--- src/cpu_config.svh ---
`ifndef CPU_CONFIG_SVH
`define CPU_CONFIG_SVH

// ********************************************************************
// core widths
// ********************************************************************

`define WORD_W      32
`define REG_ADDR_W  5

// ********************************************************************
// memory map
// ********************************************************************

`define RAM_WORDS   256             // data ram depth in words
`define RESET_PC    32'h0000_0000   // first fetch address

`endif

--- src/isa_pkg.sv ---
`include "cpu_config.svh"

package isa_pkg;

    typedef logic                     Bit_t;
    typedef logic [`WORD_W-1:0]       Word_t;
    typedef logic [`REG_ADDR_W-1:0]   Reg_addr_t;

    typedef enum logic [3:0] {
        OP_NOP,
        OP_LB,
        OP_LBU,
        OP_LH,
        OP_LHU,
        OP_LW,
        OP_SB,
        OP_SH,
        OP_SW
    } Oper_t;

    // writeback fields carried down the pipe
    typedef struct packed {
        Bit_t       wreg_write;
        Reg_addr_t  wreg_addr;
        Word_t      wreg_data;
        Bit_t       whilo;
        Word_t      hi;
        Word_t      lo;
        Bit_t       cp0_we;
        Reg_addr_t  cp0_addr;
        Word_t      cp0_data;
    } wb_bus_t;

    typedef struct packed {
        wb_bus_t    wb;
        Oper_t      oper;
        Word_t      mem_addr;       // byte address, low two bits unused
        Word_t      mem_data;       // store data
    } ex_mem_t;

endpackage

--- src/bus_pkg.sv ---
package bus_pkg;

    import isa_pkg::*;

    // one enable per byte, lane 0 is bits 7:0
    typedef logic [3:0] Mask_t;

    // ********************************************************************
    // single-cycle ram request, strobes only
    // ********************************************************************
    typedef struct packed {
        Word_t      addr;
        Word_t      wdata;
        Bit_t       we;
        Bit_t       re;
        Mask_t      mask;
    } mem_req_t;

endpackage

--- src/mem_arbiter.sv ---
module mem_arbiter (
    input  bus_pkg::mem_req_t  data_req_i,
    input  bus_pkg::mem_req_t  fetch_req_i,
    output bus_pkg::mem_req_t  ram_req_o,
    output logic               fetch_grant_o
);

    logic data_active;

    // data port has fixed priority
    assign data_active = data_req_i.re | data_req_i.we;

    always_comb begin
        if (data_active) begin
            ram_req_o = data_req_i;
        end else begin
            ram_req_o = fetch_req_i;
        end
    end

    // level grant; fetch stalls for the whole data cycle
    assign fetch_grant_o = ~data_active;

endmodule

--- config.mk ---
export PLATFORM = sky130hd
export DESIGN_NAME = mem_arbiter
export DESIGN_NICKNAME = d
export VERILOG_FILES = /design/src/isa_pkg.sv /design/src/bus_pkg.sv /design/src/mem_arbiter.sv
export VERILOG_INCLUDE_DIRS = /design/src
export SDC_FILE = /design/constraint.sdc
export NUM_CORES = 1
export LEC_CHECK = 0
export BUFFER_PORTS_ARGS = -buffer_cell sky130_fd_sc_hd__buf_2
export CAP_MARGIN = 20
export CORE_AREA = 3 3 80 82
export DETAILED_ROUTE_END_ITERATION = 8
export DIE_AREA = 0 0 83 85
export PLACE_DENSITY_LB_ADDON = 0.05
export REMOVE_ABC_BUFFERS = 1
export SLEW_MARGIN = 5
export SYNTH_ARGS = -nofsm -noshare
export SYNTH_HDL_FRONTEND = slang
export SYNTH_SLANG_ARGS = --single-unit
export TNS_END_PERCENT = 1
--- constraint.sdc ---
create_clock -name vclk -period 2.25
set_input_delay 0.45 -clock vclk [all_inputs]
set_output_delay 0.45 -clock vclk [all_outputs]
set_load 0.005 [all_outputs]
==> metrics <==
outcome finished clean; IO Port Bufs 211; GPL Wtd Cong 0.741; Top Family by Delay on Critical Path buffers and inverters; final core utilization 0.347; DRC 0; Core ar. 5820 µm²; Synth Area in XOR/XNOR 0; CP Cell Sequence buf_2, nor2_4, buf_12, mux2_2, buf_2; switching power 125 µW; Yosys cell types 9; gr ovfl total 0; CP Capture Type output port; drt wl/cell 12.3 µm; Post-Synth Simple-Gate Area 0.0126; initial core utilization 0.154; hold crit path type in -> out; post-route ant nets 0; CP max-delay cell mux2_2; Die Ht 85 µm; crit share post-route 0.860; CTS Hold Bufs 0; CP required 1800 ps; Placed Cells 361; growth of design area from synthesis to finish 126%; largest net degree at the start of global routing 38; Startpoint Class input pin; busiest grt layer met2; number of diodes 0; Leakage 0.00116 µW; DR vias 1379; final cell count without fillers 361; number of global-route vias before repair 1323; met2 usage 0.238; postcts setup bufs 0; Crit path top cell by count buf_2; area of the multi-input gates 823 µm²; Resize count post-CTS 0; clock buf count 0; critical path type in -> out; Power per Cell Area 185 nW/µm²; Worst Path Buf+Inv 3; Die W 83 µm; Synth Instances 80; post-layout min period 1940 ps; fill count 640; Slew Viols, Final 0; Seq cells 0; die area 7060 µm²; slowest stage delay, CP 360 ps; Internal 248 µW; final WL 4430 µm; DP HPWL 4050 µm; 1st-pass router iterations 2; commonest cells after routing, fill and taps aside 211 x buf_2, 59 x mux2_2, 9 x mux2_4, 2 x inv_1, 2 x buf_12; mux cell area share after synthesis 0.894; vias per cell 3.82; Ys Warns 0; Logic pwr share 1.000; Sequential Power Share 0; Final nets 428; Total GRT Usage 0.109; Clk pwr share 0; Max Clock Freq 517 MHz; CP arrival 1490 ps; worst-margin pin slew 195 ps; Worst Path Max Fanout 32; max-cap violations 0; syn_area_per_cell 11.2 µm²; antenna violations before repair 0; commonest non-fill, non-tap cell in the layout buf_2; final setup violation count 0; RSZ-0062 raised after global routing no; worst ir drop on vdd 0.101 mV; Compound-Gate Fraction of Synth Area 0.0140; row count 28; Register Area 0 µm²; GR Util met1 0.112; num ports 211; sequential-to-total area share from yosys stat 0; main combinational cell family by area after synthesis multiplexers; switch share 0.336; Hold Fails Final Rpt 0; first-pass GRT wire length 6590 µm; share of layout cells above drive strength 1 0.986; Post-Syn Area 895 µm²; Post-Synth Adder-Cell Area 0; initial DRC count 9; Slew HR 0.870; met3 Use GR 0.0194
==> synth_stat cells <==
cell	number	area (µm²)
nor2_4	1	11.3
buf_4	5	37.5
buf_6	1	11.3
buf_8	1	15.0
mux2_4	9	135
mux2_2	59	664
a21o_1	1	7.51
o21ai_0	1	5.00
inv_1	2	7.51
==> metal layers <==
| metal | vias to the layer above | routed length (µm) |
|---|---|---|
| li1 | 715 | - |
| met1 | 582 | 1390 |
| met2 | 82 | 2640 |
| met3 | 0 | 397 |
| met4 | 0 | 0 |
| met5 | - | 0 |
==> cell type report <==
class	count	area share
Tap cell	75	0.0464
Multi-Input combinational cell	71	0.407
Inverter	2	0.00372
Timing Repair Buffer	213	0.542
==> worst paths after layout <==
check,start,end,cells past startpoint
setup / recovery,data_req_i[4],ram_req_o[35],5
hold / removal,fetch_req_i[5],ram_req_o[5],3
==> power by group through the flow <==
stage	combinational [µW]	clock (µW)	sequential (µW)
after detailed placement	379	0	0
after global placement	378	0	0
final	373	0	0
after CTS	381	0	0
after global routing	410	0	0
after floorplan	155	0	0
==> cells by family after synthesis <==
kind of cell / count (synthesis)
mux: 68
simple gates: 1
buf+inv: 9
compound gates: 2
==> metrics by stage <==
stage	hold WS (ps)	power, µW	cell area [µm²]	setup WS [ps]	setup TNS (ps)
2_1_floorplan	973	155	831	-188	-12040
3_3_place_gp	1170	378	2020	304	0
6_report	1170	373	2020	315	0
4_1_cts	1170	381	2020	305	0
3_5_place_dp	1170	379	2020	315	0
5_1_grt	1200	410	2020	260	0
No activity file was read; power rests on OpenSTA's default activity.
