--- config.mk ---
export PLATFORM = sky130hd
export DESIGN_NAME = stage_reg
export DESIGN_NICKNAME = d
export VERILOG_FILES = /design/src/stage_reg.sv
export SDC_FILE = /design/constraint.sdc
export NUM_CORES = 1
export LEC_CHECK = 0
export BUFFER_PORTS_ARGS = -buffer_cell sky130_fd_sc_hd__buf_4
export CAP_MARGIN = 20
export CELL_PAD_IN_SITES_DETAIL_PLACEMENT = 0
export CELL_PAD_IN_SITES_GLOBAL_PLACEMENT = 2
export CORE_ASPECT_RATIO = 0.75
export CORE_MARGIN = 2
export CORE_UTILIZATION = 23
export DETAILED_ROUTE_END_ITERATION = 6
export PLACE_DENSITY = 0.85
export SLEW_MARGIN = 10
export SYNTH_ARGS = -nofsm -noshare
export SYNTH_HDL_FRONTEND = slang
export SYNTH_SLANG_ARGS = --single-unit
--- constraint.sdc ---
create_clock -name clk -period 0.8 [get_ports clk]
set_input_delay 0.04 -clock clk [delete_from_list [all_inputs] [get_ports clk]]
set_output_delay 0.04 -clock clk [all_outputs]
set_load 0.005 [all_outputs]
--- src/stage_reg.sv ---
module stage_reg #(
    parameter type payload_t = logic [31:0]
) (
    input  logic      clk,
    input  logic      reset_i,
    input  logic      valid_i,
    input  payload_t  data_i,
    output logic      valid_o,
    output payload_t  data_o
);

    always_ff @(posedge clk) begin
        if (reset_i) begin
            valid_o <= 1'b0;
            data_o  <= '0;      // clears write enables too
        end else begin
            valid_o <= valid_i;
            data_o  <= data_i;
        end
    end

endmodule

==> results by group, run 1 <==
Setup path
  • CP top delay family: flip-flops
  • CP Cell Sequence: buf_4
  • CP bufs+invs: 1
  • Slowest library cell on the worst path: dfxtp_1
  • Crit path max fanout: 1
  • Crit end category: primary output
  • Worst EP required: 0.76 ns
  • Startpoint types: register
  • Max incr delay on CP: a little over 0.3 ns
  • Worst Setup Path Type: register to primary output
  • CP arrival: ~0.71 ns

Logic synthesis
  • Syn. warnings: 0
  • Sequential fraction of the synthesis area: 0.743
  • Mean Syn Cell Area: roughly 13 µm²
  • Synth cell count leaders: dfxtp_1 (33), nor2b_1 (33), buf_4 (3)
  • Largest cells by area after synthesis: dfxtp_1 (74%), nor2b_1 (23%), buf_4 (2.5%)
  • Synth unique cells: 3
  • Number of synthesized register bits: 33
  • Mapped Cells: 69
  • Syn nets: ~100
  • Synth Cell Area: 890 µm²
  • Synth top area share: 0.743
  • Yosys top cell by area: dfxtp_1
  • FFs w/ async S/R, synth: 0
  • Number of synthesized flops with an enable pin: 0
  • Commonest register cell after synthesis: dfxtp_1

Global routing
  • Grt ovf: 0
  • Initial antenna violation count: 0
  • Total GRT Usage: 0.126
  • Vias in the first global route: 903
  • Largest net degree at the start of global routing: 34
  • First-pass GRT wire length: just under 4 mm

Clock network
  • Clk sinks: 33
  • H-tree Lvls: 2
  • CTS tree: yes
  • Inserted Clock Buffers: 5
  • Clock Pin Slew Worst Setup and Hold Paths: 0.06 ns
  • Post-CTS sizing: 0
  • CTS root buf: clkbuf_8
  • CTS max path bufs: 2
  • Post-CTS setup buffers: 0

STA
  • Worst-margin pin slew: 0.310 ns
  • Fin worst setup slack: between 0.05 and 0.06 ns
  • Worst Hold Slack: 0.0162 ns
  • Final period util: 0.936
  • Relative slew slack: 0.793
  • Final Hold Viols: 0
  • Slew Limit Fails: 0
  • Crit path time final: 0.748 ns
  • RSZ-0062 raised after global routing: false
  • Setup TNS: 0 ns
  • FMAX: 1340 MHz
  • Setup violators final: 0

Hold path
  • WHS Endpoint: data_o[25]
  • Worst hold path type: input pin to register
  • Hold_sp: data_i[25]
  • Hold Crit Depth: 2

Floorplanning
  • Die width: 75.8 µm
  • Starting Density: 0.241
  • Io pins: just under 70
  • Core area: 3680 µm²
  • Die Y: 57.9 µm
  • Placement row count: 19
  • Die ar.: 4390 µm²

Drt
  • Post-route ant nets: 0
  • Drt drc: 0
  • Avg WL per Cell: 11.4 µm
  • DRT Pass-1 Iters: 3
  • Via-to-Cell Ratio: 3.72
  • DR iter-0 viols: 16
  • Drt total wl: 2.55 mm
  • Via count: 834

Placed design
  • Placed Cells: 185
  • Post-DP HPWL: 1.48 mm
  • Routability cong.: 0.645
  • Worst slack at placement: between 0.2 and 0.25 ns
  • Port Buffer Count: 67

Power
  • Final Power: approximately 3.8 mW
  • Pleak: about 0.87 nW
  • Max VDD drop: about 1.3 mV
  • Pwr Density: just over 2000 nW/µm²

Final layout
  • Number of nets in the layout: 206
  • Share of cells above drive strength 1: 0.430
  • Fillers: 341
  • Antenna Cells: 0
  • Area grow syn2layout: 109%
  • Non-Filler Instances: 224

Flow run
  • Max-Cap Viols: 0

Outcome
  • Status: finished clean
## cell usage in the layout (no fill, tap or decap), drive strengths merged
master,count
nor2b,33
dlygate4sd3,31
clkbuf,7
buf,67
bufinv,1
dfxtp,33
## cells by family after synthesis
kind of cell  count (synthesis)  share of synthesized area
flops                        33                      0.743
simple gates                 33                      0.232
buf+inv                       3                     0.0253
## metal layers
| metal | wire, µm | track usage | part of all wire | vias up |
|---|---|---|---|---|
| li1 | - | - | - | 407 |
| met1 | 842 | 0.105 | 0.33 | 375 |
| met2 | 1380 | 0.225 | 0.54 | 43 |
| met3 | 248 | 0.0713 | 0.097 | 9 |
| met4 | 80 | 0.0777 | 0.031 | 0 |
| met5 | 0 | 0 | 0 | - |
## worst max-delay path by stage
stage,startpoint,to,slack (ns),cells past startpoint
finish,data_o[22],data_o[22],0.05,1
global route,data_o[10],data_o[10],0.007,1
CTS,data_o[25],data_o[25],0.03,1
detailed placement,reset_i,data_o[5],0.23,2
global placement,reset_i,data_o[5],0.26,2
floorplan,data_o[0],data_o[0],0.46,0
## power by group
part | total (mW) | leakage [nW] | switching, mW | internal [mW]
Sequential | 1.76 | 0.275 | 0.0242 | 1.73
Combinational | 0.473 | 0.534 | 0.130 | 0.342
Clock | 1.56 | 0.0585 | 0.549 | 1.01
## flip-flops by register name (all words and copies together) (netlist names)
| register | flops |
|---|---|
| data_o | 32 |
| valid_o | 1 |
## stage by stage
stage               instance area, µm²   util
global placement                  1440  0.389
CTS                               1860  0.505
global route                      1860  0.505
detailed placement                1440  0.389
finish                            1860  0.505
floorplan                          890      -
## repair_timing
item,in CTS,in global routing
endpoints found under the setup margin,0,0
endpoints found under the hold margin,31,0
hold buffers,31,0
## layout make-up
type                       instances  area, µm²  share of cell area
timing repair buffer              98        813               0.437
sequential                        33        661               0.355
multi-input combinational         33        206               0.111
clock buffer                       7       86.3              0.0464
tap                               52       65.1              0.0349
clock inverter                     1       30.0              0.0161
Power figures use the tool's default switching activity.
==> run 2, diff against run 1 <==
- CORE_UTILIZATION: 23 -> 22
- CTS_BUF_LIST: not set -> sky130_fd_sc_hd__clkbuf_4 sky130_fd_sc_hd__clkbuf_8
- PLACE_DENSITY: 0.85 -> 0.82
- clock period: 0.8 -> 0.84 ns (I/O delays scaled with it)
==> run 2 against run 1 <==
Utilization down 0.26 points. Wire length down 9.6%. Combinational power down 4.4%. Non-clock buffer count up 2. Critical path type unchanged.
==> results by group, run 2 (same netlist as run 1, synthesis figures left out) <==
Outcome
  • Status: finished clean

Placed design
  • Routability cong.: 0.601
  • Port Buffer Count: 67
  • Worst slack at placement: 0.254 ns
  • Placed Cells: 185

STA
  • Worst-margin pin slew: around 0.33 ns
  • Final period util: 0.892
  • RSZ-0062 raised after global routing: false
  • Slew Limit Fails: 0
  • Final Hold Viols: 0
  • Worst Hold Slack: between 0.1 and 0.15 ns
  • Setup violators final: 0
  • Fin worst setup slack: 0.0908 ns
  • Relative slew slack: 0.781
  • FMAX: around 1300 MHz
  • Setup TNS: 0 ns
  • Crit path time final: 0.749 ns

Power
  • Max VDD drop: approximately 1 mV
  • Pleak: 0.879 nW
  • Pwr Density: just under 2000 nW/µm²

Clock network
  • Clk sinks: 33
  • Clock Pin Slew Worst Setup and Hold Paths: roughly 0.07 ns
  • Post-CTS sizing: 0
  • H-tree Lvls: 2
  • Inserted Clock Buffers: 5
  • CTS max path bufs: 2
  • CTS root buf: clkbuf_8
  • Post-CTS setup buffers: 0
  • CTS tree: yes
  • CTS Hold Bufs: 32

Setup path
  • Crit end category: primary output
  • Worst Setup Path Type: register to primary output
  • Max incr delay on CP: a little over 0.3 ns
  • Startpoint types: register
  • CP bufs+invs: 1
  • Crit path max fanout: 1
  • CP arrival: ~0.71 ns
  • Worst EP required: 0.80 ns
  • CP Cell Sequence: buf_4
  • Slowest library cell on the worst path: dfxtp_1
  • Crit. Startpoint: data_o[20]
  • CP top delay family: flip-flops

Final layout
  • Most frequent cells in the layout: buf_4 (67), nor2b_1 (33), dfxtp_1 (33), dlygate4sd3_1 (33), clkbuf_8 (6)
  • Largest register by flop count: data_o
  • Commonest non-fill, non-tap cell in the layout: buf_4
  • Number of nets in the layout: 208
  • Non-Filler Instances: ~230
  • Core Util, Final: 0.503
  • Biggest regs: data_o x32, valid_o x1
  • Number of flip-flops under the largest register name: 32
  • Fillers: 356
  • Area grow syn2layout: 112%
  • Share of cells above drive strength 1: 0.431

Flow run
  • Max-Cap Viols: 0

Floorplanning
  • Starting Density: 0.237
  • Die Y: 59.1 µm
  • Die width: slightly below 80 µm
  • Die ar.: between 4000 and 5000 µm²
  • Core area: ~3800 µm²
  • Io pins: 68
  • Placement row count: 19

Hold path
  • Worst hold path type: input pin to register
  • Hold_sp: reset_i

Drt
  • DRT Pass-1 Iters: 4
  • Via count: 818
  • Post-route ant nets: 0
  • Drt drc: 0
  • Avg WL per Cell: around 10 µm
  • Drt total wl: 2.30 mm
  • Via-to-Cell Ratio: roughly 3.6
  • DR iter-0 viols: 6

Global routing
  • Largest net degree at the start of global routing: 34
  • Total GRT Usage: 0.109
  • First-pass GRT wire length: approximately 3.7 mm
  • Vias in the first global route: 860
  • Grt ovf: 0
  • Initial antenna violation count: 0
==> run 2: cell types whose count changed in the layout (fill, tap and decap cells not counted) <==
cell / previous run / this run
diode_2: 0 / 1
clkbuf_4: 0 / 1
dlygate4sd3_1: 31 / 33
clkbuf_1: 1 / 0
==> run 2: stage by stage <==
stage / instance area, µm² / power [mW]
final: 1890 / 3.67
after floorplan: 890 / 1.79
after global placement: 1440 / 2.03
after detailed placement: 1440 / 2.04
after CTS: 1880 / 3.72
after global routing: 1890 / 3.83
==> run 2: worst paths after layout <==
path	to	slack (ns)	depth (start not counted)
worst max-delay path	data_o[20]	0.09	1
worst min-delay path	data_o[29]	0.15	2
==> run 2: report_power, final <==
group          internal (mW)  switching (mW)  leakage, nW  total, mW
combinational          0.332           0.120        0.542      0.452
sequential              1.65          0.0209        0.275       1.67
clock                  0.999           0.545       0.0619       1.54
total                   2.98           0.686        0.879       3.67
==> run 2: routing by layer <==
layer	GRT usage	routed length, µm	vias up
li1	-	-	412
met5	0	0	-
met4	0.0638	26	0
met2	0.188	1160	45
met3	0.0701	275	5
met1	0.0991	843	356
==> run 2: cell type report <==
type	instances	area (µm²)	share of cell area
diodes	1	2.50	0.00133
clock buffers	7	90.1	0.0477
clock inverters	1	30.0	0.0159
multi-input cells	33	206	0.109
flip-flops and latches	33	661	0.350
well taps	52	65.1	0.0345
repair buffers	100	833	0.441
