<file path="src/cpu_config.svh">
`ifndef CPU_CONFIG_SVH
`define CPU_CONFIG_SVH

// ********************************************************************
// core widths
// ********************************************************************

`define WORD_W      32
`define REG_ADDR_W  5

// ********************************************************************
// memory map
// ********************************************************************

`define RAM_WORDS   256             // data ram depth in words
`define RESET_PC    32'h0000_0000   // first fetch address

`endif

</file>
<file path="src/isa_pkg.sv">
`include "cpu_config.svh"

package isa_pkg;

    typedef logic                     Bit_t;
    typedef logic [`WORD_W-1:0]       Word_t;
    typedef logic [`REG_ADDR_W-1:0]   Reg_addr_t;

    typedef enum logic [3:0] {
        OP_NOP,
        OP_LB,
        OP_LBU,
        OP_LH,
        OP_LHU,
        OP_LW,
        OP_SB,
        OP_SH,
        OP_SW
    } Oper_t;

    // writeback fields carried down the pipe
    typedef struct packed {
        Bit_t       wreg_write;
        Reg_addr_t  wreg_addr;
        Word_t      wreg_data;
        Bit_t       whilo;
        Word_t      hi;
        Word_t      lo;
        Bit_t       cp0_we;
        Reg_addr_t  cp0_addr;
        Word_t      cp0_data;
    } wb_bus_t;

    typedef struct packed {
        wb_bus_t    wb;
        Oper_t      oper;
        Word_t      mem_addr;       // byte address, low two bits unused
        Word_t      mem_data;       // store data
    } ex_mem_t;

endpackage

</file>
<file path="src/bus_pkg.sv">
package bus_pkg;

    import isa_pkg::*;

    // one enable per byte, lane 0 is bits 7:0
    typedef logic [3:0] Mask_t;

    // ********************************************************************
    // single-cycle ram request, strobes only
    // ********************************************************************
    typedef struct packed {
        Word_t      addr;
        Word_t      wdata;
        Bit_t       we;
        Bit_t       re;
        Mask_t      mask;
    } mem_req_t;

endpackage

</file>
<file path="src/mem_stage.sv">
`include "cpu_config.svh"

module mem_stage (
    input  isa_pkg::ex_mem_t   ex_i,
    input  isa_pkg::Word_t     rdata_i,
    output bus_pkg::mem_req_t  req_o,
    output isa_pkg::wb_bus_t   wb_o
);

    import isa_pkg::*;

    always_comb begin
        // writeback, hilo and cp0 fields pass straight through
        wb_o        = ex_i.wb;

        req_o.addr  = ex_i.mem_addr;
        req_o.wdata = ex_i.mem_data;
        req_o.we    = 1'b0;
        req_o.re    = 1'b0;
        req_o.mask  = 4'b0000;

        case (ex_i.oper)
            OP_LB: begin
                req_o.re       = 1'b1;
                req_o.mask     = 4'b0001;
                wb_o.wreg_data = {{(`WORD_W-8){rdata_i[7]}}, rdata_i[7:0]};
            end
            OP_LBU: begin
                req_o.re       = 1'b1;
                req_o.mask     = 4'b0001;
                wb_o.wreg_data = {{(`WORD_W-8){1'b0}}, rdata_i[7:0]};
            end
            OP_LH: begin
                req_o.re       = 1'b1;
                req_o.mask     = 4'b0011;
                wb_o.wreg_data = {{(`WORD_W-16){rdata_i[15]}}, rdata_i[15:0]};
            end
            OP_LHU: begin
                req_o.re       = 1'b1;
                req_o.mask     = 4'b0011;
                wb_o.wreg_data = {{(`WORD_W-16){1'b0}}, rdata_i[15:0]};
            end
            OP_LW: begin
                req_o.re       = 1'b1;
                req_o.mask     = 4'b1111;
                wb_o.wreg_data = rdata_i;
            end
            // stores only drive the low lanes
            OP_SB: begin
                req_o.we   = 1'b1;
                req_o.mask = 4'b0001;
            end
            OP_SH: begin
                req_o.we   = 1'b1;
                req_o.mask = 4'b0011;
            end
            OP_SW: begin
                req_o.we   = 1'b1;
                req_o.mask = 4'b1111;
            end
            default: begin
            end
        endcase
    end

endmodule

</file>
<file path="config.mk">
export PLATFORM = sky130hd
export DESIGN_NAME = mem_stage
export DESIGN_NICKNAME = d
export VERILOG_FILES = /design/src/isa_pkg.sv /design/src/bus_pkg.sv /design/src/mem_stage.sv
export VERILOG_INCLUDE_DIRS = /design/src
export SDC_FILE = /design/constraint.sdc
export NUM_CORES = 1
export LEC_CHECK = 0
export BUFFER_PORTS_ARGS = -buffer_cell sky130_fd_sc_hd__buf_2
export CORE_AREA = 2 2 177 179
export DETAILED_ROUTE_END_ITERATION = 10
export DIE_AREA = 0 0 179 181
export PLACE_DENSITY = 0.31
export SYNTH_ARGS = -nofsm -noshare
export SYNTH_HDL_FRONTEND = slang
export SYNTH_SLANG_ARGS = --single-unit
</file>
<file path="constraint.sdc">
create_clock -name vclk -period 1.7
set_clock_uncertainty 0.05 [all_clocks]
set_input_delay 0.34 -clock vclk [all_inputs]
set_output_delay 0.34 -clock vclk [all_outputs]
set_load 0.02 [all_outputs]
</file>
==> impl_metrics.toml, run 1 <==
[floorplanning]
initial_core_util_pct = 6.42
die_h_um = 181
pin_count = 452
dieArea_um2 = 32400
core_area_um2 = 30300
die_x_um = 179
rows = 64

[yosys]
synth_common_cells = "176 x buf_4, 53 x nand2_1, 17 x a21oi_1, 17 x nor2_1, 8 x a22oi_1"
ys_types = 21
yosysTopAreaCell = "buf_4"
yosysTopAreaCellShare_pct = 67.8
synth_area_leaders = "buf_4 68%, nand2_1 10%, a21oi_1 4.4%"
synth.yosys.seq_area_share_pct = 0
synth.most_common_cell = "buf_4"
syn_avg_cell_area_um2 = 6.58
yosys_warnings = 0
netlist_area_um2 = 1950
syn_nets = 537
syn_inst = 296

[worst_setup_path]
end_kind = "primary output"
worstSetupPathType = "primary input to primary output"
arrival_ns = 1.62
cpMaxStageDelayCell = "nor3b_4"
cp_common_cell = "buf_4"
cp_cell_sequence = "buf_8 -> buf_6 -> nand2b_4 -> nor3b_4 -> buf_4 -> buf_12 -> nand2_2 -> a21oi_4 -> buf_4"
slowest_delay_ns = 0.19
critPathRequiredTime_ns = 1.31
worst-path-max-fanout = 8
critPathLaunchType = "primary input"

[global_routing]
grt_first_pass_wirelength_mm = 12.5
overflow = 0
grt_pass1_vias = 1691
antenna_found_initial = 1
grt_max_degree = 14
track_usage_pct = 5.56

[detailed_routing]
viasPerCell = 2.52
detail-route-antenna-nets = 0
drc = 0
wl_per_cell_um = 15.1
num_vias = 1613
drt_iter0_drc = 29
drt_pass1_iterations = 4
finalWirelength_mm = 9.66

[pwr]
clkPwrFrac_pct = 0
sw_frac_of_total_pct = 51.6
p_per_area_nw_per_um2 = 302
peakVddDrop_mv = 0.121
p_comb_share_pct = 100.0
p_seq_share_pct = 0
p_total_uw = 815
power.leakage_uw = 0.00110
p_int_uw = 395
netSwitchingPower_uw = 421

[timing]
fin_crit_ns = 2.01
maxSlewHeadroom_pct = 83.3
setup_viol = 32
drv_slew = 0
rsz0062_at_grt = "yes"
tightest_slew_ns = 0.251
max_freq_mhz = 499
hold_ws_ns = 0.630
hold_viol = 0
fin_crit_sh_pct = 118
fin_ws_ns = -0.306

[placement]
io_buffers = 106
place.gp.congestion = 0.672
dp.cells = 629
hpwl_mm = 7.10
post-place-ws_ns = -0.679

[cells_and_area]
clockBufferCount = 0
layout-drive-gt1-share_pct = 92.2
nets = 488
design.seq.count = 0
n_antenna_cell = 0
seq_area_um2 = 0
area_delta_synth_final_pct = 38.6
instances_no_fill = 641

[outcome]
violations = "negative setup slack"
status = "finished, violations left"

[flow_run]
max-cap-violations = 0

[hold_path]
min_path_type = "primary input to primary output"
[layout by cell type, fill, tap and decap left out]
master     instances
or3b_4             1
nor4b_2            1
nor2_2             9
nor2_1             4
nand2_2           24
clkinv_16          1
nor3_4             1
a21boi_0           1
buf_6             31
inv_16             1
nor2_4             4
nand3b_1           3
nand2_1            8
a22oi_2            8
buf_8              2
nor2b_4            1
o21ai_0            2
o21bai_4           1
xnor2_1            1
nand2_4           20
buf_16             2
nand2b_4           1
a21oi_4           14
nand2_8            1
nor3b_4            1
a21oi_2            5
buf_12             8
buf_2             71
buf_4             18
[critical path: cells and delay by family]
family	cells	cell delay, ns
AOI/OAI and AO/OA	1	0.14
buffers and inverters	5	0.65
and+or+nand+nor	3	0.44
[worst paths after layout]
| kind | endpoint | startpoint | slack, ns | depth (start not counted) |
|---|---|---|---|---|
| worst max-delay path | wb_o[133] | ex_i[65] | -0.31 | 9 |
| worst min-delay path | req_o[10] | ex_i[4] | 0.63 | 0 |
[per-layer routing]
metal | GRT usage, % | wire length [um] | vias up
met3 | 2.46 | 1360 | 112
met2 | 7.88 | 3840 | 161
met4 | 6.24 | 1270 | 4
li1 | - | - | 654
met1 | 5.62 | 3130 | 682
met5 | 1.08 | 60 | -
[logic make-up (layout without fill, tap and decap cells)]
family / Yosys count / after routing / synth area share, %
AO/OA/AOI/OAI: 31 / 31 / 9.63
XOR/XNOR: 1 / 1 / 0.450
buffers and inverters: 185 / 134 / 71.9
AND/OR/NAND/NOR: 79 / 79 / 18.0
[what timing repair did]
| item | 4_1_cts | 5_1_grt |
|---|---|---|
| resized for setup | 98 | 41 |
| buffers inserted | 9 | 0 |
| setup endpoints to repair | 34 | 34 |
| hold endpoints to repair | 0 | 0 |
| hold buffers | 0 | 0 |
| cloned | 4 | 0 |
| pin swaps | 24 | 17 |
[power groups by stage]
stage | combinational [uW] | clock [uW] | sequential [uW]
detailed placement | 593 | 0 | 0
CTS | 796 | 0 | 0
floorplan | 956 | 0 | 0
global placement | 596 | 0 | 0
finish | 815 | 0 | 0
global route | 873 | 0 | 0
[stage by stage]
step	TNS, ns	instance area, um^2	util (%)
after floorplan	-2.44	2270	-
after global placement	-13.99	2050	6.74
after detailed placement	-14.80	2050	6.74
after CTS	-8.58	2560	8.43
after global routing	-9.88	2700	8.90
final	-7.77	2700	8.90
[cell type report]
cell class	instances	area, um^2
fillers	3547	27600
repair buffers	132	1080
well taps	396	495
multi-input cells	111	1070
repair inverters	1	30.0
inverters	1	20.0
Power figures use the tool's default switching activity.
==> inputs of run 2 (changes only) <==
--- a/config.mk
+++ b/config.mk
@@ -7,10 +7,10 @@
 export NUM_CORES = 1
 export LEC_CHECK = 0
 export BUFFER_PORTS_ARGS = -buffer_cell sky130_fd_sc_hd__buf_2
-export CORE_AREA = 2 2 177 179
+export CORE_AREA = 2 2 176 178
 export DETAILED_ROUTE_END_ITERATION = 10
-export DIE_AREA = 0 0 179 181
-export PLACE_DENSITY = 0.31
+export DIE_AREA = 0 0 178 180
+export PLACE_DENSITY = 0.3
 export SYNTH_ARGS = -nofsm -noshare
 export SYNTH_HDL_FRONTEND = slang
 export SYNTH_SLANG_ARGS = --single-unit
==> constraint.sdc (replaced) <==
create_clock -name vclk -period 2.3
set_clock_uncertainty 0.05 [all_clocks]
set_input_delay 0.46 -clock vclk [all_inputs]
set_output_delay 0.46 -clock vclk [all_outputs]
set_load 0.02 [all_outputs]
==> run 2 against run 1 <==
  * The run now ends clean
  * Via count decreased by 2.9%
  * Flip-flop and latch count unchanged
  * Count of clock-buffer cells in the layout unchanged
  * Sequential share of layout area unchanged
  * Critical path depth increased by 1
  * Wire length increased by 1.2%
  * Worst setup slack improved by 0.35 ns
  * Worst hold slack improved by 0.24 ns
  * Critical endpoint is now wb_o[123]
  * Largest cell class unchanged
==> impl_metrics.toml, run 2 (same netlist as run 1, synthesis figures left out) <==
[cells_and_area]
design.seq.count = 0
layout-drive-gt1-share_pct = 59.5
seq_area_um2 = 0
final_cell_mix = "94 x buf_2, 51 x nand2_1, 18 x buf_4, 17 x nor2_1, 11 x a21oi_1"
area_delta_synth_final_pct = 0.450
fillCellCount = 3596
clockBufferCount = 0
nets = 480
instances_no_fill = 635
final_common_cell = "buf_2"
multi_input_comb_area_um2 = 604

[worst_setup_path]
arrival_ns = 1.74
cpMaxStageDelayCell = "nor3b_4"
crit_family = "buffers and inverters"
slowest_delay_ns = 0.22
critPathLaunchType = "primary input"
end_kind = "primary output"
cp_common_cell = "buf_12"
cp_num_buf_inv = 6
cp_cell_sequence = "buf_8 -> buf_6 -> nand2b_4 -> nor3b_4 -> buf_12 -> buf_12 -> buf_12 -> nand2_4 -> a21oi_4 -> buf_6"
worst-path-max-fanout = 8
worstSetupPathType = "primary input to primary output"
critPathRequiredTime_ns = 1.79

[detailed_routing]
drt_pass1_iterations = 3
wl_per_cell_um = 15.4
drt_iter0_drc = 39
detail-route-antenna-nets = 0
num_vias = 1567
viasPerCell = 2.47
drc = 0
finalWirelength_mm = 9.78

[flow_run]
max-cap-violations = 0

[timing]
max_freq_mhz = 444
rsz0062_at_grt = "yes"
setup_viol = 0
hold_viol = 0
fin_crit_sh_pct = 98.0
drv_slew = 0
tightest_slew_ns = 0.253
fin_crit_ns = 2.25
hold_ws_ns = 0.870
maxSlewHeadroom_pct = 83.2

[floorplanning]
initial_core_util_pct = 6.45
die_x_um = 178
dieArea_um2 = 32000
rows = 64
die_h_um = 180
pin_count = 452
core_area_um2 = 30200

[placement]
io_buffers = 106
place.gp.congestion = 0.623
hpwl_mm = 7.47
dp.cells = 627

[pwr]
netSwitchingPower_uw = 226
p_comb_share_pct = 100.0
p_seq_share_pct = 0
p_int_uw = 182
peakVddDrop_mv = 0.0625
sw_frac_of_total_pct = 55.3
power.leakage_uw = 0.000836
p_per_area_nw_per_um2 = 208
clkPwrFrac_pct = 0

[global_routing]
grt_max_degree = 17
grt_pass1_vias = 1559
antenna_found_initial = 3
track_usage_pct = 5.21
grt_first_pass_wirelength_mm = 11.6
overflow = 0

[clocking]
hold_buffers = 0

[hold_path]
min_path_type = "primary input to primary output"

[outcome]
status = "completed"
## run 2: cell types whose count changed in the layout (fill, tap and decap cells not counted), moves of 13 or more
cell	before	now
buf_2	71	94
nand2_4	20	1
nor2_1	4	17
buf_6	31	4
nand2_1	8	51
nand2_2	24	1
## run 2: area by class of cell
class	instances	share of cell area, %
antenna	2	0.256
timing repair buffer	124	41.4
inverter	1	1.53
multi-input combinational	111	30.9
timing repair inverter	1	0.575
tap	396	25.3
## run 2: path summary, 6_finish.rpt
path	from	to	slack (ns)	cells after the start
min	ex_i[18]	req_o[24]	0.87	0
max	ex_i[65]	wb_o[123]	0.05	10
## run 2: timing repair
action / in CTS / in global routing
pin swaps: 1 / 3
gates cloned: 1 / 1
endpoints found under the setup margin: 17 / 19
buffers inserted: 1 / 4
gates resized for setup: 6 / 30
## run 2: stage by stage
step	setup slack [ns]	total power (uW)	utilization (%)	cell area (um^2)	TNS [ns]
final	0.0470	408	6.48	1960	0
after CTS	0.00521	382	5.89	1780	0
after global placement	-0.112	358	5.69	1720	-0.195
after detailed placement	-0.180	358	5.69	1720	-0.501
after global routing	-0.0167	447	6.47	1950	-0.0228
after floorplan	0.0670	634	-	1950	0
## run 2: per-layer routing
| layer | share of wire (%) | vias to the layer above | routed length [um] | global-route usage [%] |
|---|---|---|---|---|
| met1 | 29 | 632 | 2830 | 4.12 |
| met3 | 17 | 118 | 1710 | 3.62 |
| li1 | - | 637 | - | - |
| met2 | 42 | 176 | 4090 | 7.86 |
| met5 | 0.57 | - | 56 | 1.23 |
| met4 | 11 | 4 | 1090 | 5.77 |
## run 2: power by group through the flow
stage	clock, uW	combinational [uW]	sequential [uW]
final	0.000116	408	0
after global routing	0	447	0
after CTS	0	382	0
after detailed placement	0	358	0
after global placement	0	358	0
after floorplan	0	634	0
