## src/cpu_config.svh

```systemverilog
`ifndef CPU_CONFIG_SVH
`define CPU_CONFIG_SVH

// ********************************************************************
// core widths
// ********************************************************************

`define WORD_W      32
`define REG_ADDR_W  5

// ********************************************************************
// memory map
// ********************************************************************

`define RAM_WORDS   256             // data ram depth in words
`define RESET_PC    32'h0000_0000   // first fetch address

`endif

```

## src/isa_pkg.sv

```systemverilog
`include "cpu_config.svh"

package isa_pkg;

    typedef logic                     Bit_t;
    typedef logic [`WORD_W-1:0]       Word_t;
    typedef logic [`REG_ADDR_W-1:0]   Reg_addr_t;

    typedef enum logic [3:0] {
        OP_NOP,
        OP_LB,
        OP_LBU,
        OP_LH,
        OP_LHU,
        OP_LW,
        OP_SB,
        OP_SH,
        OP_SW
    } Oper_t;

    // writeback fields carried down the pipe
    typedef struct packed {
        Bit_t       wreg_write;
        Reg_addr_t  wreg_addr;
        Word_t      wreg_data;
        Bit_t       whilo;
        Word_t      hi;
        Word_t      lo;
        Bit_t       cp0_we;
        Reg_addr_t  cp0_addr;
        Word_t      cp0_data;
    } wb_bus_t;

    typedef struct packed {
        wb_bus_t    wb;
        Oper_t      oper;
        Word_t      mem_addr;       // byte address, low two bits unused
        Word_t      mem_data;       // store data
    } ex_mem_t;

endpackage

```

## src/bus_pkg.sv

```systemverilog
package bus_pkg;

    import isa_pkg::*;

    // one enable per byte, lane 0 is bits 7:0
    typedef logic [3:0] Mask_t;

    // ********************************************************************
    // single-cycle ram request, strobes only
    // ********************************************************************
    typedef struct packed {
        Word_t      addr;
        Word_t      wdata;
        Bit_t       we;
        Bit_t       re;
        Mask_t      mask;
    } mem_req_t;

endpackage

```

## src/stage_reg.sv

```systemverilog
module stage_reg #(
    parameter type payload_t = logic [31:0]
) (
    input  logic      clk,
    input  logic      reset_i,
    input  logic      valid_i,
    input  payload_t  data_i,
    output logic      valid_o,
    output payload_t  data_o
);

    always_ff @(posedge clk) begin
        if (reset_i) begin
            valid_o <= 1'b0;
            data_o  <= '0;      // clears write enables too
        end else begin
            valid_o <= valid_i;
            data_o  <= data_i;
        end
    end

endmodule

```

## src/fetch_port.sv

```systemverilog
`include "cpu_config.svh"

module fetch_port (
    input  logic               clk,
    input  logic               reset_i,
    input  logic               fetch_en_i,
    input  logic               grant_i,
    input  isa_pkg::Word_t     rdata_i,
    output bus_pkg::mem_req_t  req_o,
    output isa_pkg::Word_t     instr_o,
    output logic               instr_valid_o,
    output isa_pkg::Word_t     pc_o
);

    import isa_pkg::*;

    Word_t pc_q;
    logic  fire;    // requesting and granted

    assign fire = fetch_en_i & grant_i;

    always_comb begin
        req_o.addr  = pc_q;
        req_o.wdata = '0;
        req_o.we    = 1'b0;
        req_o.re    = fetch_en_i;
        req_o.mask  = fetch_en_i ? 4'b1111 : 4'b0000;
    end

    always_ff @(posedge clk) begin
        if (reset_i) begin
            pc_q <= `RESET_PC;
        end else if (fire) begin
            pc_q <= pc_q + Word_t'(4);
        end
    end

    assign pc_o = pc_q;

    // ********************************************************************
    // instruction register, valid only after a granted read
    // ********************************************************************
    stage_reg #(.payload_t(Word_t)) u_instr_reg (
        .clk     (clk),
        .reset_i (reset_i),
        .valid_i (fire),
        .data_i  (rdata_i),
        .valid_o (instr_valid_o),
        .data_o  (instr_o)
    );

endmodule

```

## config.mk

```make
export PLATFORM = sky130hd
export DESIGN_NAME = fetch_port
export DESIGN_NICKNAME = d
export VERILOG_FILES = /design/src/isa_pkg.sv /design/src/bus_pkg.sv /design/src/stage_reg.sv /design/src/fetch_port.sv
export VERILOG_INCLUDE_DIRS = /design/src
export SDC_FILE = /design/constraint.sdc
export NUM_CORES = 1
export LEC_CHECK = 0
export CAP_MARGIN = 30
export CORE_ASPECT_RATIO = 0.9
export CORE_MARGIN = 2
export CORE_UTILIZATION = 40
export DETAILED_ROUTE_END_ITERATION = 8
export DONT_BUFFER_PORTS = 1
export PLACE_DENSITY = 0.6
export SLEW_MARGIN = 20
export SYNTH_ARGS = -nofsm -noshare
export SYNTH_HDL_FRONTEND = slang
export SYNTH_SLANG_ARGS = --single-unit
```

## constraint.sdc

```tcl
create_clock -name clk -period 6.8 [get_ports clk]
set_clock_uncertainty 0.2 [all_clocks]
set_input_delay 1.02 -clock clk [delete_from_list [all_inputs] [get_ports clk]]
set_output_delay 1.02 -clock clk [all_outputs]
set_load 0.05 [all_outputs]
```

==> results, run 1 <==
- The flow ran to the end, and the final reports show no timing, DRC or antenna violations.
- In this run the power spent charging and discharging nets is 0.0002353 W.
- Power spread over the standard cell area amounts to 242.4 mW/mm^2.
- For this run, the top clock speed supported by timing is about 0.34 GHz.
- The count of buffers inserted at the top-level ports is 0.
- The number of global-route vias before repair is about 1900.
- The net switching share of the total power is between 20% and 30%.
- The number of placed instances, taps included, is 390.
- After technology mapping, the gate count stands at 307.
- Counting stages on the worst path, the most repeated cell is sky130_fd_sc_hd__or4_1.
- After the last flow step, the layout net total stands at 356.
- Yosys attributes the largest share of cell area to sky130_fd_sc_hd__dfxtp_1 (45%), sky130_fd_sc_hd__buf_4 (19%), sky130_fd_sc_hd__nor2b_1 (7.2%), sky130_fd_sc_hd__or4_1 (3.8%), sky130_fd_sc_hd__a21oi_1 (3.6%).
- For the worst setup path, the data arrival time is 3030 ps.
- The logic gate share of total power is under 10%.
- Across the run, the number of max-cap violations was 0.
- For hold timing, the worst endpoint is pc_o[23].
- The slew at the pin closest to its max-slew limit is 1007 ps.
- Setup repair after global routing left no endpoint under its margin.
- The final number of hold-violating endpoints came to 0.
- The area added between synthesis and finish is 23.42%.
- CTS placed an instance of sky130_fd_sc_hd__clkbuf_8 at the clock tree root.
- Along the worst path, the maximum fanout reaches 19.
- The area of all sequential standard cells is 0.001261 mm^2.
- On the final layout, the worst hold slack is 364.4 ps.
- After routing, the total negative slack on setup checks comes to 0 ps.
- In this run, post-CTS hold repair placed 0 buffers.
- Dividing the detail-routed wire length by the instance count gives roughly 15 um.
- The sequential group share of total power is approximately 50%.
- After global routing the overflow that remains totals 0.
- No sink is reached through more buffers than the 2 on the longest clock path.
- The standard-cell row count is 28.
- The initial core utilization is roughly two fifths.
- After synthesis, the mean cell area works out to 9.117 um^2.
- The max-slew violation count came to 0.
- The peak ir drop on the vdd network is 0.1478 mV.
- The number of cells upsized or downsized after cts is 0.
- The initial antenna violation count is 0.
- The count of antenna-violating nets left after detailed routing is 0.
- The number of antenna diodes in the final layout is 0.
- The synthesized design spends more area on one cell type than any other, namely sky130_fd_sc_hd__dfxtp_1.
- The weighted congestion reported at the end of routability-driven placement is slightly below 0.8.
- The clock sink total is 63.
- TritonCTS built the clock tree.
- Counting cells, the worst reg-to-reg path comes to 5.
- The library cells used most frequently in the layout, excluding fill and tap cells, are sky130_fd_sc_hd__dfxtp_1 (63), sky130_fd_sc_hd__conb_1 (37), sky130_fd_sc_hd__nor2b_1 (32).
- The count of yosys warnings during synthesis is 0.
- The leakage power total is roughly 1.3 nW.
- The critical-path cell with the highest stage delay is sky130_fd_sc_hd__or4_1.
- The largest net degree at the start of global routing is 64.
- The global-route total usage across every layer is about 16%.
- The number of H-tree levels is 3.
- The detailed router's first-iteration violation count is 115.
- The type of destination of the critical path is a flop.
- Summed over all layers, the routed wires come to between 6 and 7 mm.
- The worst hold path depth is 2.
- The stage delay of the slowest cell on the critical path is around 800 ps.
- The share of total power dissipated in the clock network is roughly 42%.
- In the final layout, the multi-input gates occupy 0.001084 mm^2.
- In this run the tightest slew margin relative to its limit is approximately 33%.
- After filler insertion, the fill cell instance count of the layout stands at 590.
- The count of pins on the block boundary is 171.
- After detailed routing, the number of remaining DRC violations is 0.
- The launching element type of the critical path is a flop.
- Overall power consumption after layout is estimated at 0.0008375 W.
- The most frequent standard cell in the layout excluding fill and tap cells is sky130_fd_sc_hd__dfxtp_1.
- The end of the worst register-to-register path is pc_o[18].
- After clock tree synthesis, the clock-pin slew on the worst setup and hold paths is 70 ps.
- The area share of the largest cell type after synthesis is between 40% and 50%.
- Before antenna repair, the detailed router went through 4 iterations.
- The launch instance of the worst min-delay path is pc_o[23].
- The clock insertion delay at the later pin of the skew report is around 330 ps.
- After layout, the worst path uses between 40% and 50% of the clock period.
- The required arrival time at the worst endpoint is ~6900 ps.
- Counting the buffers created by CTS gives 9.
- Internal power comes to around 0.00060 W.
- The type of the most critical hold path is flop to flop.
- The shortest clock period the worst path allows after layout is roughly 3000 ps.
- The share of post-route cells with drive strength above 1 is 16.05%.
- In this run the vertical extent of the chip is ~83 um.
- The floorplan step defined a die boundary enclosing around 0.0077 mm^2.
- The synthesized netlist contains 22 unique library cells.
- Counting flops and latches in the post-synthesis netlist gives 63.
- Traced cell by cell, the critical path runs through ha_1 -> nand2_1 -> or4_1 -> or4_1 -> a21oi_1.
- The final instance count without filler cells is between 400 and 500.
- The wire length of the first global-routing pass is approximately 9.5 mm.
- The setup path with the least slack is of type flop to flop.
- The die boundary width is slightly above 90 um.
- After synthesis, flip-flops and latches occupy 45.06% of the total area.
- The via-per-instance ratio is between 4 and 5.
- The wire-length estimate of the detail-placed layout is ~4.3 mm.
- The final number of setup-violating endpoints is 0.
- The number of setup buffers added after CTS is 0.
- The synthesized cell area is 0.002799 mm^2.
- Across all layers, the routed design uses around 2000 vias.
- The standard cell core area is 0.006691 mm^2.
- The setup slack of the worst register-to-register path is approximately 3800 ps.
- The worst reg2reg path startpoint is pc_o[3].
-- worst max-delay path, delay by kind of cell, from the launching register on --
family / cells / cell delay, ps
adder cells (fa/ha/maj): 1 / 290
AND/OR/NAND/NOR: 3 / 1520
AO/OA/AOI/OAI: 1 / 160
flip-flops: 1 / 740
-- cell usage after synthesis --
cell type / number
sky130_fd_sc_hd__xnor2_1: 6
sky130_fd_sc_hd__nand4_1: 9
sky130_fd_sc_hd__nor2b_1: 32
sky130_fd_sc_hd__or3_1: 7
sky130_fd_sc_hd__buf_4: 72
sky130_fd_sc_hd__nand3_1: 6
sky130_fd_sc_hd__nand2_1: 18
sky130_fd_sc_hd__nor4_1: 2
sky130_fd_sc_hd__clkbuf_1: 9
sky130_fd_sc_hd__and3_1: 4
sky130_fd_sc_hd__dfxtp_1: 63
sky130_fd_sc_hd__buf_2: 3
sky130_fd_sc_hd__o21ai_0: 7
sky130_fd_sc_hd__o31ai_1: 12
sky130_fd_sc_hd__or4_1: 14
sky130_fd_sc_hd__nor3_1: 4
sky130_fd_sc_hd__ha_1: 1
sky130_fd_sc_hd__nor2_1: 11
sky130_fd_sc_hd__xor2_1: 4
sky130_fd_sc_hd__a21oi_1: 20
sky130_fd_sc_hd__and4_1: 2
sky130_fd_sc_hd__conb_1: 1
-- kinds of logic (layout without fill, tap and decap cells) --
kind of cell               after synthesis  count (layout)  synth area share [%]
and+or+nand+nor                        109             109                 22.13
buffers and inverters                   84              65                 21.05
DFF                                     63              63                 45.06
AOI/OAI and AO/OA                       39              39                 8.047
xor gates and xnor gates                10              10                 3.129
adders and majority gates                1               1                0.4470
other                                    1              37                0.1340
-- how the worst max path moves through the flow --
stage	from	end	slack [ps]	depth (start not counted)
2_1_floorplan	fetch_en_i	pc_o[20]	4140	5
3_3_place_gp	pc_o[3]	pc_o[30]	3550	5
3_5_place_dp	pc_o[3]	pc_o[28]	3530	5
4_1_cts	pc_o[3]	pc_o[18]	3500	5
5_1_grt	pc_o[3]	pc_o[18]	3680	5
6_report	pc_o[3]	pc_o[18]	3830	5
-- registers in the layout, summed over array words and instances, names as in the netlist --
register             flops
u_instr_reg.valid_o      1
pc_o                    30
u_instr_reg.data_o      32
-- cell type report --
class,instances,share of cell area (%)
Clock inverter,6,2.427
Tap cell,90,3.260
Sequential cell,63,36.51
Clock buffer,10,3.984
Multi-Input combinational cell,196,31.37
Timing Repair Buffer,49,22.46
-- routing by layer --
layer	wire, um	GRT usage [%]
met1	2402	15.93
met2	3015	27.54
met3	554	7.169
met4	84	6.649
met5	0	0
-- power groups by stage --
stage	sequential (W)	clock, W	combinational, W
after floorplan	0.000431	0	0.0000853
after global placement	0.000432	0	0.0000583
after detailed placement	0.000431	0	0.0000589
after CTS	0.000423	0.000367	0.0000587
after global routing	0.000423	0.000382	0.0000633
final	0.000422	0.000355	0.0000605
-- stage by stage --
step | utilization [%] | worst slack [ps] | instance area (um^2)
floorplan | - | 4141 | 2934
CTS | 49.83 | 3498 | 3334
detailed placement | 46.52 | 3534 | 3113
finish | 51.63 | 3829 | 3455
global route | 51.63 | 3681 | 3455
global placement | 37.17 | 3546 | 2487
(Power assumes the default switching activity.)
==> run 2, diff against run 1 <==
PLACE_DENSITY = 0.62   (was 0.6)
clock period = 2.6 ns   (was 6.8 ns; I/O delays follow)
==> run 2 against run 1 <==
Against the previous run:
- global-route usage increased by 0.54 points
- non-clock buffer count increased by 22
- final area decreased by 4.4%
- sequential share of layout area increased by 1.7 points
- sequential cell count unchanged
- clock-buffer cell count decreased by 1
- power increased to 2.6 times the previous value
- critical path type unchanged
- largest power group unchanged
==> results, run 2 (synthesis results as in run 1) <==
- Run status: completed (unchanged).
- The period utilization was 91.48% (was 43.69%).
- The share of post-route cells with drive strength above 1 came to 15.61% (was 16.05%).
- The area enclosed by the die boundary is 0.007683 mm^2 (unchanged).
- The peak ir drop on the vdd network came to 0.3449 mV (was 0.1478 mV).
- The power density over the cells came to 663.2 mW/mm^2 (was 242.4 mW/mm^2).
- The largest net degree at the start of global routing is 64 (unchanged).
- The area of all sequential standard cells was 0.001262 mm^2 (was 0.001261 mm^2).
- The relative contribution of the clock network to total power is 39.6% (was 42.4%).
- RSZ-0062 raised after global routing: false (unchanged).
- The maximum number of buffers from clock root to sink came to 2 (unchanged).
- The accumulated negative setup slack is 0 ps (unchanged).
- The clock-pin transition on the worst setup and hold timing paths is 80 ps (was 70 ps).
- The detailed router's first-iteration violation count is 83 (was 115).
- The max-slew violation count came to 0 (unchanged).
- The standard-cell row count is 28 (unchanged).
- The logic gate share of total power was 10.1% (was 7.2%).
- The maximum fanout along the worst path came to 19 (unchanged).
- The final number of hold-violating endpoints is 0 (unchanged).
- The net switching share of the total power was 31.28% (was 28.09%).
- The diode insertion count for antenna repair is 0 (unchanged).
- The origin of the worst setup path is pc_o[3] (unchanged).
- The number of nets at the end of the flow is 378 (was 356).
- The kind of cell adding the most delay to the critical path is simple AND/OR/NAND/NOR gates (unchanged).
- The sequential group share of total power is 50.3% (was 50.4%).
- The register with the most flip-flops is u_instr_reg.data_o (unchanged).
- The shortest clock period the worst path allows after layout is 2378 ps (was 2971 ps).
- The multi-input gate area in the final layout is 0.001084 mm^2 (unchanged).
- The cell type with the highest occurrence count on the critical path is sky130_fd_sc_hd__or4_1 (unchanged).
- The type of destination of the critical path was a flop (unchanged).
- The total vias in the final route is 2118 (was 1992).
- The initial antenna violation count came to 0 (unchanged).
- The most frequent standard cell in the layout excluding fill and tap cells is sky130_fd_sc_hd__dfxtp_1 (unchanged).
- The clock insertion delay at the later pin of the skew report was 340 ps (was 330 ps).
- The flip-flop count of the largest register after layout is 32 (unchanged).
- The height of the die is 83.36 um (unchanged).
- The die boundary width is 92.18 um (unchanged).
- The number of global-route vias before repair is 1932 (was 1941).
- The slew at the pin closest to its max-slew limit is 989.4 ps (was 1007 ps).
- The stage delay of the slowest cell on the critical path came to 520 ps (was 800 ps).
- The number of fill cells in the layout was 634 (was 590).
- The worst reg2reg path startpoint is pc_o[3] (unchanged).
- The number of maximum-capacitance violations is 0 (unchanged).
- The via-per-instance ratio is 4.858 (was 4.812).
- The final critical-path setup slack is 221.5 ps (was 3829 ps).
- The count of pins on the block boundary was 171 (unchanged).
- The routed length per placed instance was 14.19 um (was 14.63 um).
- The clock sink total was 63 (unchanged).
- The remaining routing DRC violations is 0 (unchanged).
- The initial core utilization came to 41.83% (unchanged).
- The wire length reported by the detailed router is 6.185 mm (was 6.056 mm).
- The weighted congestion reported at the end of routability-driven placement is 0.8907 (was 0.7832).
- The leakage power total came to 1.287 nW (was 1.299 nW).
- The arrival time at the worst endpoint is 2440 ps (was 3030 ps).
- The global-route total usage across every layer came to 16.20% (was 15.66%).
- The count of antenna-violating nets left after detailed routing is 0 (unchanged).
- The worst slew slack as a fraction of its limit is 33.95% (was 32.80%).
- The standard cell core area is 0.006691 mm^2 (unchanged).
- The wire length of the first global-routing pass is 9.839 mm (was 9.501 mm).
- The count of buffers inserted at the top-level ports came to 0 (unchanged).
- The detailed placement HPWL is 4.049 mm (was 4.285 mm).
- The critical-path cell with the highest stage delay is sky130_fd_sc_hd__or4_1 (unchanged).
- The detailed-router iteration count before antenna repair is 4 (unchanged).
- The post-layout utilization of the core is 49.35% (was 51.63%).
- The number of cells upsized or downsized after cts is 0 (unchanged).
- The placement-stage worst setup slack was 268.4 ps (was 3534 ps).
- The internal portion of total power is 0.001505 W (was 0.0006023 W).
- The clock root buffer is sky130_fd_sc_hd__clkbuf_8 (unchanged).
- Commonest cells after routing, fill and taps aside: sky130_fd_sc_hd__dfxtp_1 (62), sky130_fd_sc_hd__conb_1 (37), sky130_fd_sc_hd__buf_4 (36) (was sky130_fd_sc_hd__dfxtp_1 (63), sky130_fd_sc_hd__conb_1 (37), sky130_fd_sc_hd__nor2b_1 (32)).
- The buffer and inverter count on the worst path is 1 (was 0).
- The highest clock rate is 0.4204 GHz (was 0.3366 GHz).
- The number of H-tree levels is 3 (unchanged).
- The launching element type of the critical path is a flop (unchanged).
- The area added between synthesis and finish was 17.97% (was 23.42%).
- The total global routing overflow is 0 (unchanged).
- Cells traversed along the worst timing path: ha_1 -> nand2_1 -> or4_1 -> buf_4 -> or4_1 -> a21oi_1 (was ha_1 -> nand2_1 -> or4_1 -> or4_1 -> a21oi_1).
- The TritonCTS buffer count is 9 (unchanged).
- The launch instance of the worst min-delay path is grant_i (was pc_o[23]).
- The type of the most critical hold path was input port to flop (was flop to flop).
- The CTS tree is yes (unchanged).
- The required arrival time at the worst endpoint is 2660 ps (was 6860 ps).
- The final number of setup-violating endpoints is 0 (unchanged).
- The worst setup path category is flop to flop (unchanged).
- The net load switching power came to 0.0006850 W (was 0.0002353 W).
[run 2: worst paths after layout]
path | to | slack [ps] | cells past startpoint
min reg2reg | pc_o[30] | 300 | 2
max reg2reg | pc_o[22] | 220 | 6
min | u_instr_reg.valid_o | 70 | 2
max | pc_o[22] | 220 | 6
[run 2: what timing repair did]
action / CTS / global route
endpoints found under the setup margin: 0 / 0
setup buffers: 0 / 0
hold endpoints to repair: 63 / 2
hold buffers: 33 / 2
[run 2: metal layers]
layer  vias to the layer above  wire (um)  global-route usage, %  part of all wire (%)
li1                       1014          -                      -                     -
met2                       112       2961                  25.27                    48
met3                         6        497                  6.987                   8.0
met5                         -          0                      0                     0
met4                         0         75                  5.020                   1.2
met1                       986       2651                  20.24                    43
[run 2: layout make-up]
cell class / instances / area share [%]
sequential: 63 / 38.23
multi-input combinational: 196 / 32.82
timing repair buffer: 71 / 19.33
clock buffer: 9 / 3.751
tap: 90 / 3.410
clock inverter: 7 / 2.463
[run 2: through the flow]
stage / hold slack, ps / total power (W) / instances / area, um^2
after floorplan: 318.2 / 0.001351 / 343 / 2935
after global placement: 265.5 / 0.001285 / 385 / 2729
after detailed placement: 268.0 / 0.001287 / 385 / 2729
after CTS: 1.673 / 0.002221 / 434 / 3282
after global routing: 77.44 / 0.002283 / 436 / 3302
final: 65.94 / 0.002190 / 436 / 3302
[run 2: power groups by stage]
stage / registers (W) / clock network, W / logic, W
after floorplan: 0.00113 / 0 / 0.000223
after global placement: 0.00112 / 0 / 0.000160
after detailed placement: 0.00112 / 0 / 0.000162
after CTS: 0.00110 / 0.000900 / 0.000218
after global routing: 0.00110 / 0.000945 / 0.000233
final: 0.00110 / 0.000866 / 0.000221
